`config.mk`:
```
export PLATFORM = sky130hd
export DESIGN_NAME = cache_ctrl_flat
export DESIGN_NICKNAME = d
export VERILOG_FILES = /design/src/common/mem_sys_pkg.sv /design/src/common/line_if.sv /design/src/cache/cache_ctrl.sv /design/src/flat_wrapper.sv
export SDC_FILE = /design/constraint.sdc
export NUM_CORES = 1
export LEC_CHECK = 0
export BUFFER_PORTS_ARGS = -buffer_cell sky130_fd_sc_hd__buf_2
export CORE_AREA = 2 2 145 147
export DETAILED_ROUTE_END_ITERATION = 10
export DIE_AREA = 0 0 147 149
export GPL_TIMING_DRIVEN = 0
export SYNTH_ARGS = -nofsm -noshare
export SYNTH_HDL_FRONTEND = slang
export SYNTH_SLANG_ARGS = --single-unit
```
`constraint.sdc`:
```
create_clock -name clk -period 4.7 [get_ports clk]
set_clock_uncertainty 0.1 [all_clocks]
set_input_delay 0.94 -clock clk [delete_from_list [all_inputs] [get_ports clk]]
set_output_delay 0.94 -clock clk [all_outputs]
set_load 0.03 [all_outputs]
```
`src/common/mem_sys_pkg.sv`:
```
`default_nettype none

package mem_sys_pkg;

  ////////////////////////////////////////////////////////////
  // widths seen at the requester and on the line bus
  ////////////////////////////////////////////////////////////
  localparam int word_addr_w = 16;  // word address at the requester
  localparam int line_addr_w = 14;  // word address without the 2 word bits
  localparam int word_w      = 16;  // requester data width
  localparam int line_w      = 64;  // one cache line, one memory access

  // memory latency, request edge to rdy high
  localparam int mem_access_cycles = 4;

  ////////////////////////////////////////////////////////////
  // cache controller states
  ////////////////////////////////////////////////////////////
  typedef enum logic [2:0] {
    idle,       // waiting for req
    lookup,     // tag compare, hit updates lru and word
    writeback,  // dirty victim going out to memory
    fill,       // missing line coming in from memory
    respond     // ack high until req drops
  } ctrl_state_t;

  ////////////////////////////////////////////////////////////
  // unified memory access states
  ////////////////////////////////////////////////////////////
  typedef enum logic [1:0] {
    mem_idle,   // rdy high, accepts re or we
    mem_write,  // write in progress
    mem_read    // read in progress
  } mem_op_t;

endpackage

`default_nettype wire

```
`src/common/line_if.sv`:
```
`timescale 1ns/100ps
`default_nettype none

// line-wide bus between the cache controller and the unified memory
interface line_if;

  logic [mem_sys_pkg::line_addr_w-1:0] line_addr;  // captured by memory on re/we
  logic                                re;         // one cycle pulse, only while rdy
  logic                                we;         // one cycle pulse, only while rdy
  logic [mem_sys_pkg::line_w-1:0]      wdata;      // held for the whole write
  logic [mem_sys_pkg::line_w-1:0]      rd_data;    // valid when rdy returns high
  logic                                rdy;        // low while an access is busy

  modport ctrl (
    output line_addr, re, we, wdata,
    input  rd_data, rdy
  );

  modport mem (
    input  line_addr, re, we, wdata,
    output rd_data, rdy
  );

endinterface

`default_nettype wire

```
`src/cache/cache_ctrl.sv`:
```
`timescale 1ns/100ps
`default_nettype none

// request handshake and miss handling for the two-way cache
module cache_ctrl #(
  parameter  int set_bits    = 6,
  localparam int tag_w       = mem_sys_pkg::line_addr_w - set_bits,
  localparam int word_addr_w = mem_sys_pkg::word_addr_w,
  localparam int line_w      = mem_sys_pkg::line_w,
  localparam int word_w      = mem_sys_pkg::word_w
) (
  input  logic                   clk,
  input  logic                   rst_n,
  // requester side
  input  logic                   req,
  input  logic                   we,
  input  logic [word_addr_w-1:0] addr,
  input  logic [word_w-1:0]      wdata,
  output logic                   ack,
  output logic [word_w-1:0]      rdata,
  output logic                   hit,
  // cache array side
  output logic [set_bits-1:0]    set_idx,
  output logic [tag_w-1:0]       lookup_tag,
  output logic                   fill_en,
  output logic [line_w-1:0]      fill_line,
  output logic                   word_wr_en,
  output logic [1:0]             word_sel,
  output logic [word_w-1:0]      word_data,
  output logic                   touch_en,
  output logic                   touch_way,
  input  logic                   hit_way_valid,
  input  logic                   hit_way,
  input  logic [line_w-1:0]      rd_line,
  input  logic                   victim_way,
  input  logic                   victim_dirty,
  input  logic [tag_w-1:0]       victim_tag,
  // memory side
  line_if.ctrl                   mem
);

  mem_sys_pkg::ctrl_state_t state, nxt_state;

  logic [word_addr_w-1:0] addr_q;        // request latched in idle
  logic                   we_q;
  logic [word_w-1:0]      wdata_q;
  logic                   first_lookup;  // hit flag taken only here
  logic                   hit_q;
  logic                   mem_wait;      // memory access issued, rdy not back yet
  logic                   miss;
  logic                   accept;

  ////////////////////////////////////////////////////////////
  // request capture
  ////////////////////////////////////////////////////////////
  assign accept = (state == mem_sys_pkg::idle) && req;

  always_ff @(posedge clk) begin
    if (accept) begin
      addr_q  <= addr;
      we_q    <= we;
      wdata_q <= wdata;
    end
  end

  // address split, word bits at the bottom
  assign word_sel   = addr_q[1:0];
  assign set_idx    = addr_q[set_bits+1:2];
  assign lookup_tag = addr_q[word_addr_w-1:set_bits+2];

  ////////////////////////////////////////////////////////////
  // state machine
  ////////////////////////////////////////////////////////////
  assign miss = (state == mem_sys_pkg::lookup) && !hit_way_valid;

  always_comb begin
    nxt_state = state;
    case (state)
      mem_sys_pkg::idle:
        if (req)
          nxt_state = mem_sys_pkg::lookup;
      mem_sys_pkg::lookup:
        if (hit_way_valid)
          nxt_state = mem_sys_pkg::respond;
        else if (victim_dirty)
          nxt_state = mem_sys_pkg::writeback;  // victim goes out first
        else
          nxt_state = mem_sys_pkg::fill;
      mem_sys_pkg::writeback:
        if (mem_wait && mem.rdy)
          nxt_state = mem_sys_pkg::fill;
      mem_sys_pkg::fill:
        if (fill_en)
          nxt_state = mem_sys_pkg::lookup;     // second lookup now hits
      mem_sys_pkg::respond:
        if (!req)
          nxt_state = mem_sys_pkg::idle;
      default:
        nxt_state = mem_sys_pkg::idle;
    endcase
  end

  always_ff @(posedge clk or negedge rst_n) begin
    if (!rst_n) begin
      state        <= mem_sys_pkg::idle;
      mem_wait     <= 1'b0;
      first_lookup <= 1'b0;
      hit_q        <= 1'b0;
    end else begin
      state    <= nxt_state;
      mem_wait <= (mem_wait && !mem.rdy) || mem.re || mem.we;
      if (accept)
        first_lookup <= 1'b1;
      else if (state == mem_sys_pkg::lookup)
        first_lookup <= 1'b0;
      if ((state == mem_sys_pkg::lookup) && first_lookup)
        hit_q <= hit_way_valid;  // a miss stays reported as miss
    end
  end

  ////////////////////////////////////////////////////////////
  // memory requests
  ////////////////////////////////////////////////////////////
  // writeback straight from lookup; a fill either from lookup or once
  // the writeback has finished
  assign mem.we = miss && victim_dirty;
  assign mem.re = (miss && !victim_dirty) ||
                  ((state == mem_sys_pkg::fill) && !mem_wait);

  assign mem.line_addr = mem.we ? {victim_tag, set_idx} : {lookup_tag, set_idx};
  assign mem.wdata     = rd_line;  // victim line, array untouched until the fill

  ////////////////////////////////////////////////////////////
  // array updates
  ////////////////////////////////////////////////////////////
  assign fill_en    = (state == mem_sys_pkg::fill) && mem_wait && mem.rdy;
  assign fill_line  = mem.rd_data;
  assign word_wr_en = (state == mem_sys_pkg::lookup) && hit_way_valid && we_q;
  assign word_data  = wdata_q;

  // filled way is the newest, so is a hit way
  assign touch_en  = ((state == mem_sys_pkg::lookup) && hit_way_valid) || fill_en;
  assign touch_way = fill_en ? victim_way : hit_way;

  ////////////////////////////////////////////////////////////
  // requester outputs
  ////////////////////////////////////////////////////////////
  assign ack   = (state == mem_sys_pkg::respond);
  assign hit   = hit_q;
  assign rdata = rd_line[word_sel*word_w +: word_w];  // line still hits in respond

endmodule

`default_nettype wire

```
`src/flat_wrapper.sv`:
```
// flat-port wrapper written by rule: the top's interface ports become plain ports
module cache_ctrl_flat 
#(
  parameter  int set_bits    = 6,
  localparam int tag_w       = mem_sys_pkg::line_addr_w - set_bits,
  localparam int word_addr_w = mem_sys_pkg::word_addr_w,
  localparam int line_w      = mem_sys_pkg::line_w,
  localparam int word_w      = mem_sys_pkg::word_w
)
  (clk, rst_n, req, we, addr, wdata, ack, rdata, hit, set_idx, lookup_tag, fill_en, fill_line, word_wr_en, word_sel, word_data, touch_en, touch_way, hit_way_valid, hit_way, rd_line, victim_way, victim_dirty, victim_tag, mem_line_addr, mem_re, mem_we, mem_wdata, mem_rd_data, mem_rdy);
  line_if mem_i ();
  input  logic clk;
  input  logic rst_n;
  input  logic req;
  input  logic we;
  input  logic [word_addr_w-1:0] addr;
  input  logic [word_w-1:0] wdata;
  output logic ack;
  output logic [word_w-1:0] rdata;
  output logic hit;
  output logic [set_bits-1:0] set_idx;
  output logic [tag_w-1:0] lookup_tag;
  output logic fill_en;
  output logic [line_w-1:0] fill_line;
  output logic word_wr_en;
  output logic [1:0] word_sel;
  output logic [word_w-1:0] word_data;
  output logic touch_en;
  output logic touch_way;
  input  logic hit_way_valid;
  input  logic hit_way;
  input  logic [line_w-1:0] rd_line;
  input  logic victim_way;
  input  logic victim_dirty;
  input  logic [tag_w-1:0] victim_tag;
  output wire logic [$bits(mem_i.line_addr)-1:0] mem_line_addr;
  output wire logic [$bits(mem_i.re)-1:0] mem_re;
  output wire logic [$bits(mem_i.we)-1:0] mem_we;
  output wire logic [$bits(mem_i.wdata)-1:0] mem_wdata;
  input wire logic [$bits(mem_i.rd_data)-1:0] mem_rd_data;
  input wire logic [$bits(mem_i.rdy)-1:0] mem_rdy;
  assign mem_line_addr = mem_i.line_addr;
  assign mem_re = mem_i.re;
  assign mem_we = mem_i.we;
  assign mem_wdata = mem_i.wdata;
  assign mem_i.rd_data = mem_rd_data;
  assign mem_i.rdy = mem_rdy;
  cache_ctrl #(.set_bits(set_bits)) u_core (.clk(clk), .rst_n(rst_n), .req(req), .we(we), .addr(addr), .wdata(wdata), .ack(ack), .rdata(rdata), .hit(hit), .set_idx(set_idx), .lookup_tag(lookup_tag), .fill_en(fill_en), .fill_line(fill_line), .word_wr_en(word_wr_en), .word_sel(word_sel), .word_data(word_data), .touch_en(touch_en), .touch_way(touch_way), .hit_way_valid(hit_way_valid), .hit_way(hit_way), .rd_line(rd_line), .victim_way(victim_way), .victim_dirty(victim_dirty), .victim_tag(victim_tag), .mem(mem_i));
endmodule
```
# Word-level counts from Yosys, hierarchy flattened
# Index checks and enable logic that the tools add are counted.
[op_classes] eq_ne=8 n_shift=1 mux=11 reduce_logical=23
[op_table] operator="64-bit by 7-bit indexed part select with 16-bit output" n=1
[op_table] operator="3-bit 2-to-1 mux" n=5
[op_table] operator="3-bit one-hot mux with 5 select lines" n=1
[op_table] operator="14-bit 2-to-1 mux" n=1
[op_table] operator="1-bit logical AND" n=12
[op_table] operator="3-bit by 2-bit equality test with 1-bit output, second input constant" n=2
[op_table] operator="1-bit logical NOT" n=4
[op_table] operator="1-bit logical OR" n=4
[op_table] operator="1-bit 2-to-1 mux" n=4
[op_table] operator="2-bit by 1-bit inequality test with 1-bit output, second input constant" n=2
[op_table] operator="2-bit inequality test, second input constant" n=2
[op_table] operator="4-bit AND reduction" n=1
[op_table] operator="3-bit by 1-bit equality test with 1-bit output, second input constant" n=1
[op_table] operator="3-bit equality test, second input constant" n=1
[op_table] operator="3-bit logical NOT" n=1
[op_table] operator="2-bit nonzero test" n=1
[word_totals] reg_bits=39 input_bits=177 output_inout_bits=198 wordCells=50

# Longest topological paths before layout
[logic_depth] word_depth=6 ltp_mapped=4 depth_no_buf=3

# Worst setup path after synthesis
# OpenSTA, ideal clock, no wires.
[synth_timing] path_kind="in2reg" startpoint="in req" endpoint="reg u_core.addr_q[0] (enable)" setup_ps=518 t_arrival_ps=4350 required_time_ps=4082 path_slack_ps=-268 stages=1 n_path_buf=0 cell_sequence="nor4b_1"
[synth_via] elab_chain_cells=1
[synth_rtl] element="start, declared" line="flat_wrapper.sv:14" rtl="input logic req;"
[synth_rtl] element="1-bit logical AND" line="cache_ctrl.sv:56" rtl="assign accept = (state == mem_sys_pkg::idle) && req;"
[synth_rtl] element="end signal, assigned" line="cache_ctrl.sv:60" rtl="addr_q <= addr;"
[synth_rtl] element="end, declared" line="cache_ctrl.sv:44" rtl="logic [word_addr_w-1:0] addr_q;"
# Every way passes these cells.
# A chain may end at the register's enable or synchronous reset.

# Final worst setup path
[layout_timing] startpoint="reg u_core.addr_q[1]" endpoint="out rdata[11]"
[layout_via] elab_chain_cells=1
[layout_rtl] element="64-bit by 7-bit indexed part select with 16-bit output" line="cache_ctrl.sv:150" rtl="assign rdata = rd_line[word_sel*word_w +: word_w];"
[layout_rtl] element="end, declared" line="flat_wrapper.sv:19" rtl="output logic [word_w-1:0] rdata;"
# Every way passes these cells.

==> flow_summary.toml <==
[status]
status = "finished, final reports clean"

[timing]
relSlewSlack_pct = 39.8
fmax_mhz = 333
finalSetupTns_ns = 0
drv_slew = 0
tightestPinTransition_ns = 0.899
setup-violations-final = 0
min_period_ns = 3.00
hold_violations = 0
fin_crit_sh_pct = 63.9
rsz0062_at_grt = "no"

[floorplan]
fp.dieH_um = 149
die-area_mm2 = 0.0219
die_w_um = 147
core_mm2 = 0.0206
num_rows = 53
pin_count = 375
start_util_pct = 13.9

[synth]
yosys.area_share.simple_pct = 4.39
ys_ff_latch = 39
yosysTopAreaCellShare_pct = 35.8
synth_adder_area_share_pct = 0
ys_warn_count = 0
syn_inst = 238
yosys-top-cells-area = "buf_4 (36%), edfxtp_1 (35%), mux4_2 (13%)"
syn-cell-area_mm2 = 0.00285
synth_top_family_by_area = "buffers and inverters"
synth.area.mux_share_pct = 16.6
syn-num-nets = 415
synth_xor_area_share_pct = 0
synth-compound-area-share_pct = 2.06
avgSynthCellArea_um2 = 12.0
ys_types = 24
synth_top_area_cell = "buf_4"
seq_area_frac_synth_pct = 40.0

[setup_path]
end_kind = "output pin"
slowest_delay_ns = 0.40
cp.required_ns = 3.66
cp_slowest_cell = "clkbuf_1"
worstPathCellList = "clkbuf_1 -> buf_2 -> mux4_2 -> buf_2"
arrival_ns = 1.96
start_kind = "flip-flop"
crit_top_cell = "buf_2"
worst-path-max-fanout = 10
crit_type = "reg -> out"

[detailed_routing]
routedWlPerCell_um = 13.5
vias = 2803
route.detailed.drc = 0
drt_iter0_markers = 81
drtPass1Iterations = 4
ant_nets = 0
wl_um = 11300
viasPerCell = 3.35

[pwr]
internal_power_mw = 1.05
power_switching_mw = 0.838
pwr-share-clk_pct = 17.7
power.leakage_nw = 2.59
power_frac_seq_pct = 27.7
power_switching_share_pct = 44.4
p_comb_share_pct = 54.6
power_density_mw_per_mm2 = 382
vdd_drop_max_v = 0.000389

[hold_path]
worstHoldPathType = "in -> async"

[clocking]
cts_root_buffer = "clkbuf_16"
tritoncts = "yes"
clockBufferDepth = 2
clkSlewWorstSetupHoldPaths_ns = 0.06
post_cts_resized = 0
cts.htree.levels = 2
cts_setup_buffers = 0
insertion_delay_ns = 0.28
numCtsBuffers = 5
cts_sinks = 39
ctsHoldBuffers = 0

[global_route]
grt_antenna_before_repair = 6
grt_pass1_vias = 2615
grt_use_total_pct = 9.40
grt_max_degree = 15
grt_pass1_wl_um = 15600
overflow = 0

[placed_design]
post_dp_cell_area_mm2 = 0.00479
hpwl_um = 10100
placed_cells = 825
place.gp.congestion = 0.810
io_buffer_count = 310

[finish]
utilization_pct = 24.1
finalNonFillerCells = 837
n_fill_cell = 2244
layout_common_cells = "buf_2 (313), buf_4 (136), edfxtp_1 (33), mux4_2 (16), mux2_2 (10)"
design_area_mm2 = 0.00494
area_delta_synth_final_pct = 73.3
layout_commonest_cell = "buf_2"
nets = 734
drive_above_1_share_pct = 87.3

[flow_run]
maxCapViolCount = 0
==> flip-flops by register name (all words and copies together), names as in the netlist <==
signal,count
u_core.addr_q,16
u_core.first_lookup,1
u_core.state,3
u_core.word_data,16
u_core.we_q,1
u_core.mem_wait,1
u_core.hit,1
==> routing by layer <==
metal	share of wire, %	GRT usage (%)	vias to the layer above	routed length, um
met2	50	16.3	184	5620
li1	-	-	1333	-
met5	0.23	0	-	26
met4	1.8	3.41	4	208
met3	10	3.09	15	1120
met1	38	10.8	1267	4320
==> worst paths after layout <==
path	from	endpoint	slack [ns]	cells past startpoint
min in group clk	u_core.first_lookup$_DFFE_PN0P_	u_core.first_lookup$_DFFE_PN0P_	0.41	2
max	u_core.addr_q[1]$_DFFE_PP_	rdata[11]	1.70	4
max in group asynchronous	rst_n	u_core.state[2]$_DFFE_PN0P_	3.98	1
max reg2reg	u_core.state[1]$_DFFE_PN0P_	u_core.word_data[10]$_DFFE_PP_	2.57	3
min reg2reg	u_core.first_lookup$_DFFE_PN0P_	u_core.first_lookup$_DFFE_PN0P_	0.41	2
min	rst_n	u_core.mem_wait$_DFF_PN0_	0.37	1
==> logic make-up (layout without fill, tap and decap cells) <==
group | after synthesis | count (layout)
compound gates | 9 | 9
buf+inv | 144 | 464
flops | 39 | 39
mux | 26 | 26
other cells | 0 | 4
simple gates | 20 | 20
==> layout make-up <==
class	count	area (um2)	share of cell area [%]
timing repair buffer	312	1580	32.0
sequential	39	1140	23.1
buffer	140	1040	21.0
multi-input combinational	55	672	13.6
tap	275	344	6.96
clock buffer	6	129	2.61
inverter	4	15.0	0.304
clock inverter	2	12.5	0.253
antenna	4	10.0	0.202
==> Yosys cell counts <==
library cell and count:
dfrtp_1 6, and3_1 1, nand3_1 2, nor3b_4 1, nand2b_1 1, mux4_2 16
buf_4 136, mux2_2 10, o22a_1 1, nor2_1 9, a22oi_1 1, a21o_1 1
inv_1 4, nand3_4 1, a21oi_1 4, nor3_1 1, buf_2 3, nor4b_1 1
o22ai_1 1, a221oi_1 1, nand2_1 1, edfxtp_1 33, nor3b_1 2, clkbuf_1 1
==> stage by stage <==
step | hold slack (ns) | total power, mW | setup slack, ns
after floorplan | 0.355 | 1.24 | 1.34
after global placement | 0.379 | 1.55 | 0.0151
after detailed placement | 0.394 | 1.57 | 1.72
after CTS | 0.374 | 1.92 | 1.63
after global routing | 0.372 | 1.99 | 1.55
final | 0.374 | 1.89 | 1.70
==> power by group through the flow <==
stage               Clock, mW  Combinational [mW]  Sequential, mW
floorplan                   0               0.604           0.638
global placement            0                1.01           0.534
detailed placement          0                1.04           0.528
CTS                     0.348                1.04           0.525
global route            0.360                1.10           0.535
finish                  0.335                1.03           0.522
==> critical path, delay by kind of cell, from the launching register on <==
kind | cells | cell delay, ns
mux | 1 | 0.37
flops | 1 | 0.34
buf+inv | 3 | 0.96
No activity file was read; power rests on OpenSTA's default activity.
